===== config.mk =====
export PLATFORM = sky130hd
export DESIGN_NAME = fir_filter_top
export DESIGN_NICKNAME = d
export VERILOG_FILES = /design/src/wb_pkg.sv /design/src/fir_pkg.sv /design/src/fir_filter_top.sv /design/src/tap_sum.sv /design/src/tap_multiply.sv /design/src/tap_delay_line.sv /design/src/coef_bank.sv
export SDC_FILE = /design/constraint.sdc
export NUM_CORES = 2
export LEC_CHECK = 0
export ABC_AREA = 1
export BUFFER_PORTS_ARGS = -buffer_cell sky130_fd_sc_hd__buf_2
export CORE_ASPECT_RATIO = 1.5
export CORE_MARGIN = 3
export CORE_UTILIZATION = 25
export CTS_BUF_LIST = sky130_fd_sc_hd__clkbuf_4 sky130_fd_sc_hd__clkbuf_8
export DETAILED_ROUTE_END_ITERATION = 8
export PLACE_DENSITY = 0.36
export SLEW_MARGIN = 20
export SYNTH_ARGS = -nofsm -noshare
export SYNTH_HDL_FRONTEND = slang
export SYNTH_SLANG_ARGS = --single-unit

===== constraint.sdc =====
create_clock -name clk -period 8.55 [get_ports clk]
set_input_delay 2.565 -clock clk [delete_from_list [all_inputs] [get_ports clk]]
set_output_delay 2.565 -clock clk [all_outputs]
set_load 0.02 [all_outputs]

===== src/wb_pkg.sv =====
package wb_pkg;

    localparam int WB_ADR_W = 4;
    localparam int WB_DAT_W = 16;

    // master to slave signals of a Wishbone classic cycle
    typedef struct packed {
        logic                cyc;
        logic                stb;
        logic                we;
        logic [WB_ADR_W-1:0] adr;
        logic [WB_DAT_W-1:0] dat_w;
    } wb_req_t;

    // slave to master signals
    typedef struct packed {
        logic                ack;
        logic [WB_DAT_W-1:0] dat_r;
    } wb_rsp_t;

endpackage


===== src/fir_pkg.sv =====
package fir_pkg;

    // filter geometry
    localparam int NUM_TAPS = 10;

    // datapath widths
    localparam int SAMPLE_W = 9;
    localparam int COEF_W = 9;
    localparam int PRODUCT_W = SAMPLE_W + COEF_W;

    // ten full-scale products need three guard bits over one product
    localparam int SUM_W = 21;

    typedef logic signed [SAMPLE_W-1:0] sample_t;
    typedef logic signed [COEF_W-1:0] coef_t;
    typedef logic signed [PRODUCT_W-1:0] product_t;
    typedef logic signed [SUM_W-1:0] sum_t;

    // element 0 holds the newest sample
    typedef sample_t [NUM_TAPS-1:0] tap_window_t;

    // element i weights the sample that is i steps old
    typedef coef_t [NUM_TAPS-1:0] coef_set_t;

    typedef product_t [NUM_TAPS-1:0] product_set_t;

    // output of the delay line, valid for one cycle per accepted sample
    typedef struct packed {
        logic        valid;
        tap_window_t taps;
    } window_stage_t;

    // output of the multiply stage
    typedef struct packed {
        logic         valid;
        product_set_t prod;
    } product_stage_t;

endpackage

===== src/fir_filter_top.sv =====
`timescale 1ns/100ps

module fir_filter_top (
    input  logic             clk,
    input  logic             rst_n,
    input  wb_pkg::wb_req_t  wb_req,
    output wb_pkg::wb_rsp_t  wb_rsp,
    input  fir_pkg::sample_t sample,
    input  logic             sample_valid,
    output fir_pkg::sum_t    out,
    output logic             out_valid
);
    import fir_pkg::*;

    coef_set_t      coef_set;
    window_stage_t  window;
    product_stage_t products;

    // bus side, impulse response registers
    coef_bank coef_bank_i (
        .clk      (clk),
        .rst_n    (rst_n),
        .wb_req   (wb_req),
        .wb_rsp   (wb_rsp),
        .coef_set (coef_set)
    );

    // stage 1
    tap_delay_line tap_delay_line_i (
        .clk          (clk),
        .rst_n        (rst_n),
        .sample       (sample),
        .sample_valid (sample_valid),
        .window       (window)
    );

    // stage 2
    tap_multiply tap_multiply_i (
        .clk      (clk),
        .rst_n    (rst_n),
        .window   (window),
        .coef_set (coef_set),
        .products (products)
    );

    // stage 3
    tap_sum tap_sum_i (
        .clk       (clk),
        .rst_n     (rst_n),
        .products  (products),
        .out       (out),
        .out_valid (out_valid)
    );

endmodule


===== src/tap_sum.sv =====
`timescale 1ns/100ps

module tap_sum (
    input  logic                    clk,
    input  logic                    rst_n,
    input  fir_pkg::product_stage_t products,
    output fir_pkg::sum_t           out,
    output logic                    out_valid
);
    import fir_pkg::*;

    sum_t sum_d;

    // adder chain over all taps, each product sign-extended first
    always_comb begin
        sum_d = '0;
        for (int i = 0; i < NUM_TAPS; i++) begin
            sum_d = sum_d + sum_t'($signed(products.prod[i]));
        end
    end

    // out holds the last result between samples
    always_ff @(posedge clk or negedge rst_n) begin
        if (!rst_n) begin
            out <= '0;
        end else if (products.valid) begin
            out <= sum_d;
        end
    end

    always_ff @(posedge clk or negedge rst_n) begin
        if (!rst_n) begin
            out_valid <= 1'b0;
        end else begin
            out_valid <= products.valid;
        end
    end

endmodule


===== src/tap_multiply.sv =====
`timescale 1ns/100ps

module tap_multiply (
    input  logic                    clk,
    input  logic                    rst_n,
    input  fir_pkg::window_stage_t  window,
    input  fir_pkg::coef_set_t      coef_set,
    output fir_pkg::product_stage_t products
);
    import fir_pkg::*;

    product_set_t prod_d;

    // full-width signed products, operands widened before the multiply
    always_comb begin
        for (int i = 0; i < NUM_TAPS; i++) begin
            prod_d[i] = product_t'($signed(window.taps[i]))
                      * product_t'($signed(coef_set[i]));
        end
    end

    always_ff @(posedge clk or negedge rst_n) begin
        if (!rst_n) begin
            products <= '0;
        end else begin
            products.valid <= window.valid;
            // products only move with a new window
            if (window.valid) begin
                products.prod <= prod_d;
            end
        end
    end

endmodule


===== src/tap_delay_line.sv =====
`timescale 1ns/100ps

module tap_delay_line (
    input  logic                   clk,
    input  logic                   rst_n,
    input  fir_pkg::sample_t       sample,
    input  logic                   sample_valid,
    output fir_pkg::window_stage_t window
);
    import fir_pkg::*;

    tap_window_t taps_q;
    logic        valid_q;

    always_ff @(posedge clk or negedge rst_n) begin
        if (!rst_n) begin
            taps_q <= '0;
        end else if (sample_valid) begin
            // oldest sample drops off the end
            taps_q[0] <= sample;
            for (int i = 1; i < NUM_TAPS; i++) begin
                taps_q[i] <= taps_q[i-1];
            end
        end
    end

    // window is fresh only in the cycle after a shift
    always_ff @(posedge clk or negedge rst_n) begin
        if (!rst_n) begin
            valid_q <= 1'b0;
        end else begin
            valid_q <= sample_valid;
        end
    end

    assign window.valid = valid_q;
    assign window.taps = taps_q;

endmodule


===== src/coef_bank.sv =====
`timescale 1ns/100ps

module coef_bank (
    input  logic               clk,
    input  logic               rst_n,
    input  wb_pkg::wb_req_t    wb_req,
    output wb_pkg::wb_rsp_t    wb_rsp,
    output fir_pkg::coef_set_t coef_set
);
    import fir_pkg::*;
    import wb_pkg::*;

    logic                req_new;
    logic                addr_hit;
    logic                wr_en;
    coef_t               rd_coef;
    logic [WB_DAT_W-1:0] rd_data;

    // a request counts once; the cycle that carries ack does not start another
    assign req_new = wb_req.cyc && wb_req.stb && !wb_rsp.ack;

    // addresses 0 .. NUM_TAPS-1 map to the coefficient registers
    assign addr_hit = (wb_req.adr < WB_ADR_W'(NUM_TAPS));

    assign wr_en = req_new && wb_req.we && addr_hit;

    // unmapped addresses read as zero
    always_comb begin
        rd_coef = '0;
        if (addr_hit) begin
            rd_coef = coef_set[wb_req.adr];
        end
    end

    // sign-extend to the bus width
    assign rd_data = {{(WB_DAT_W - COEF_W){rd_coef[COEF_W-1]}}, rd_coef};

    always_ff @(posedge clk or negedge rst_n) begin
        if (!rst_n) begin
            wb_rsp <= '0;
        end else begin
            wb_rsp.ack <= req_new;
            if (req_new) begin
                wb_rsp.dat_r <= rd_data;
            end
        end
    end

    // new coefficient lands on the same edge that raises ack
    always_ff @(posedge clk or negedge rst_n) begin
        if (!rst_n) begin
            coef_set <= '0;
        end else if (wr_en) begin
            coef_set[wb_req.adr] <= wb_req.dat_w[COEF_W-1:0];
        end
    end

endmodule


Yosys cells after proc, flatten, opt, wreduce, memory -nomap -nowiden:

Index checks and enable logic that the tools add are counted.

* flip-flop bits (word level): 394
* word-level logic and storage cells: 70
* input port bits: 35

* reduce and logical (&&, ||, !) cells: 6
* magnitude comparators: 3
* multiply operators: 10
* add/subtract/negate cells: 9
* mux-type cells: 6

Operator list (count)
* $mul A9 B9 Y18: 10
* $add A21 B18 Y21: 7
* $bwmux W90: 1
* $bmux W9 S4: 1
* $demux W9 S4: 1
* $mux W9: 3
* $add A19 B18 Y20: 1
* $add A18 B18 Y19: 1
* $logic_and A1 B1 Y1: 5
* $lt A4 B5 Y1 const B: 1
* $ge A4 B1 Y1 const B: 1
* $lt A4 B4 Y1 const B: 1
* $logic_not A1 Y1: 1

Depth between registers and ports, before layout:

* word-level depth: 9
* depth in mapped cells: 31

By module:

A second synthesis with hierarchy kept.

* cells, all modules: 6709
* area, all modules: 52769.4 um^2

By module, submodules not included
* tap_multiply: sequential area each 4529.3 um^2, times used 1, area each 38793.5 um^2, cells an instance 5028
* tap_sum: sequential area each 550.5 um^2, times used 1, area each 5705.5 um^2, cells an instance 653
* coef_bank: sequential area each 2502.4 um^2, times used 1, area each 4809.6 um^2, cells an instance 646
* tap_delay_line: sequential area each 2277.2 um^2, times used 1, area each 3460.8 um^2, cells an instance 382

Worst setup path before layout:

OpenSTA, ideal clock, no wires.

* kind: register -> register
* start point: register, netlist name tap_multiply_i.products[19]
* end point: register tap_sum_i.out[20]
* stages on the path, launching flop included: 30
* arrival: 4.852 ns
* setup slack: 3.580 ns
* cells stage by stage: dfrtp_1 inv_1 fa_1 inv_1 ha_1 inv_1 fa_1 inv_1 nand3_1 nand2_1 nand3_1 nand2_1 inv_1 o21ai_0 xor2_1 fa_1 inv_1 fa_1 fa_1 inv_1 ha_1 nand2_1 nor2_1 inv_1 nor2_1 nand3_1 nand3_1 nand2_1 nand3_1 nand2_1

* cells in the longest elaborated chain, start to end: 9

Ends and longest elaborated chain
* $add A18 B18 Y19: line tap_sum.sv:18 `sum_d = sum_d + sum_t'($signed(products.prod[i]));`
* $add A19 B18 Y20: line tap_sum.sv:18
* $add A21 B18 Y21 (7 in a row): line tap_sum.sv:18
* end signal, assigned: line tap_sum.sv:27 `out <= sum_d;`
* end, declared: line tap_sum.sv:7 `output fir_pkg::sum_t out,`

Every way passes these cells.
A chain may end at the register's enable or synchronous reset.

Worst setup path in the final report:

* start point: register, netlist name tap_multiply_i.products[19]
* end point: register tap_sum_i.out[16]

* cells in the longest elaborated chain, start to end: 9

Ends and longest elaborated chain (line)
* $add A18 B18 Y19: tap_sum.sv:18
* $add A19 B18 Y20: tap_sum.sv:18
* $add A21 B18 Y21 (7 in a row): tap_sum.sv:18

Every way passes these cells.

==> impl_results.md <==
- Status: finished, final reports clean
- Hold Crit Depth: 2
- Die height: around 570 um
- Critical Path Source Type: flop
- Total GRT Usage: 0.166
- Core ar.: 209000 um^2
- Hold Worst Slack: about 470 ps
- Synth async-reset ratio: 1.00
- Via density: 4.28
- DR pass1 iterations: 7
- Via Count: about 40000
- Post-Syn Area: around 53000 um^2
- Worst slew pin tran: 1050 ps
- Flip-flop and latch count after synthesis: roughly 400
- Placed standard-cell area: about 55000 um^2
- Yosys Warn Count: 0
- CP max stage cell: fa_1
- Worst-case reg-to-reg path depth: 27
- Min Tclk post-route: roughly 6000 ps
- DRC Markers: 0
- Seq/Total Area, Yosys: 0.187
- Dpl cells: 9266
- CP max stage delay: approximately 490 ps
- Layout area overhead: 9.45%
- Buf+Inv Stages, Crit Path: 7
- Maximum achievable frequency: between 150 and 200 MHz
- Post-synth EDFFs: 0
- Max_slew headroom: 0.298
- Pin count of the biggest net entering global routing: around 140
- Cell family with most CP delay: adder cells
- Lkg Pwr: ~31 nW
- CP arrival: roughly 6600 ps
- Req. time, crit path: a little over 9000 ps
- Maximum vdd drop: between 0.8 and 0.9 mV
- Avg Inst Size Synth: 7.91 um^2
- Worst r2r src: tap_multiply_i.products[19]
- # IOs: 74
- Final Hold Fails: 0
- Post-synth top flop: dfrtp_1
- Setup violations, final: 0
- Final period util: 0.683
- Unrepaired setup endpoints after global routing: no
- Pwr/cell area: between 300 and 400 nW/um^2
- Area of the die: between 200000 and 250000 um^2
- PnR Total Power: ~23 mW
- DIE WIDTH: roughly 380 um
- Post-route setup TNS: 0 ps
- Final Util: 0.276
- Finished layout cell area: 57600 um^2
- Max-cap violations: 0
- Clock transition at the registers of the reported paths: about 70 ps
- Final worst setup slack: roughly 2700 ps
- Drt wl/cell: about 19 um
- Hold Path Class: flop to flop
- Hold Crit Start: tap_sum_i.out[0]
- Most frequent CP cell: inv_1
- WS Path Type: flop to flop
- First-pass GRT wire length: roughly 270 mm
- Final WL: ~180 mm
- TritonCTS buffer count: 85
- Post-cts sizing count: 0
- Post-place setup slack: around 2700 ps
- Hold-fix buffers, CTS: 0
- Worst-case clock skew: 61.2 ps
- Total gr overflow: 0
- Post-Layout Cell Count: between 9000 and 10000
- Crit Path Max Fanout: 5
- H-tree depth: 3
- Initial antenna violation count: 10
- CTS Sinks: 394
- Share of layout cells above drive strength 1: 0.0463
- Final nets: around 8000
- Iteration-0 DRC Markers: about 1700
- DP HPWL: between 100 and 150 mm
- Critical Path Stages: 27
- Crit path from: tap_multiply_i.products[19]
- Worst setup EP type: flop
- CTS tree: done
- Initial Utilization: 0.252
- CTS max path bufs: 3
- Synth Instances: 6650
- Fill count: 22800
- Root Buffer: clkbuf_8
- Vias in the first global route: around 44000
- Clock Latency Late Sink: 830 ps
- Syn Nets: a little under 8000
- Number of distinct library cells after synthesis: 39
- Final Slew Violations: 0
- Number of post-CTS setup repair buffers: 0
- I/O Buffers: 66
- Placer congestion estimate: 0.836
- # rows: 205
- Detail Route Antenna Nets: 0
-- sequential cells by signal, summed over array words and instances (netlist names) --
signal	flops
coef_bank_i.wb_rsp	10
tap_multiply_i.products	181
coef_bank_i.coef_set	90
tap_delay_line_i.valid_q	1
tap_sum_i.out_valid	1
tap_sum_i.out	21
tap_delay_line_i.window	90
-- cells in the final DEF (no fill, tap or decap), types with 4 or more instances in the layout --
cell / Yosys / routed
a21oi_1: 80 / 80
xor2_1: 21 / 21
nor3_1: 16 / 16
ha_1: 419 / 419
a31oi_1: 12 / 12
dfrtp_1: 394 / 393
o21ai_0: 227 / 227
nand2_2: 4 / 4
bufinv_16: 0 / 11
a22oi_1: 36 / 36
xnor2_1: 49 / 49
clkbuf_4: 0 / 15
nand3b_1: 19 / 19
or2_2: 5 / 5
clkinv_2: 0 / 19
o21ai_1: 60 / 60
nand2_1: 2102 / 2102
nand4_1: 25 / 25
inv_1: 1552 / 1552
clkbuf_8: 0 / 102
o21bai_1: 25 / 25
buf_4: 10 / 24
nor2_1: 178 / 178
buf_2: 14 / 64
o21ai_2: 21 / 21
a22o_1: 7 / 7
nand2_4: 8 / 8
nand3_1: 256 / 256
a21o_1: 9 / 9
fa_1: 831 / 831
nor2_4: 4 / 4
-- synth_stat cells (7+ instances only) --
| cell type | count | area, um^2 |
|---|---|---|
| nand2_1 | 2102 | 7890 |
| inv_1 | 1552 | 5830 |
| fa_1 | 831 | 16600 |
| ha_1 | 419 | 5240 |
| dfrtp_1 | 394 | 9860 |
| nand3_1 | 256 | 1280 |
| clkbuf_1 | 229 | 860 |
| o21ai_0 | 227 | 1140 |
| nor2_1 | 178 | 668 |
| a21oi_1 | 80 | 400 |
| o21ai_1 | 60 | 300 |
| xnor2_1 | 49 | 429 |
| a22oi_1 | 36 | 270 |
| nand4_1 | 25 | 156 |
| o21bai_1 | 25 | 188 |
| o21ai_2 | 21 | 184 |
| xor2_1 | 21 | 184 |
| nand3b_1 | 19 | 143 |
| buf_6 | 16 | 180 |
| nor3_1 | 16 | 80.1 |
| buf_2 | 14 | 70.1 |
| a31oi_1 | 12 | 75.1 |
| buf_4 | 10 | 75.1 |
| a21o_1 | 9 | 67.6 |
| nand2_4 | 8 | 90.1 |
| a22o_1 | 7 | 61.3 |
-- path summary, 6_finish.rpt --
kind	end	slack, ps
max	tap_sum_i.out[16]	2710
max in group asynchronous	tap_multiply_i.products[101]	5440
min reg2reg	tap_sum_i.out[0]	470
min in group asynchronous	tap_multiply_i.products[17]	1660
min	tap_sum_i.out[0]	470
max reg2reg	tap_sum_i.out[16]	2710
-- layer usage --
layer  routed length, um  global-route usage  vias to the layer above
met5                  13                   0                        -
met4                5600              0.0529                        2
met3                4500              0.0180                      207
met2               99000               0.328                      467
met1               66900               0.182                    20200
li1                    -                   -                    19400
-- tightest hold or removal path: cells and delay by family, from the launching register on --
| family | cells | cell delay [ps] |
|---|---|---|
| DFF | 1 | 340 |
| and+or+nand+nor | 2 | 100 |
-- logic make-up after synthesis --
group / synth area share
muxes: 0.000642
xor gates and xnor gates: 0.0117
buffers and inverters: 0.134
DFF: 0.187
AOI/OAI and AO/OA: 0.0515
adders and majority gates: 0.416
and+or+nand+nor: 0.199
-- final cells by class --
class                           instances  area (um^2)  area share
Antenna cell                            1         2.50   0.0000435
Clock buffer                          117         1520      0.0263
Clock inverter                         40          552     0.00958
Inverter                             1558         5860       0.102
Multi-Input combinational cell       4427        35700       0.620
Sequential cell                       394         9860       0.171
Tap cell                             2794         3500      0.0607
Timing Repair Buffer                   93          587      0.0102
-- power breakdown --
part | internal (mW) | leakage (nW) | switching [mW]
logic | 6.20 | 25.1 | 11.0
registers | 2.34 | 5.18 | 0.802
clock network | 1.51 | 1.08 | 1.13
(Power assumes the default switching activity.)
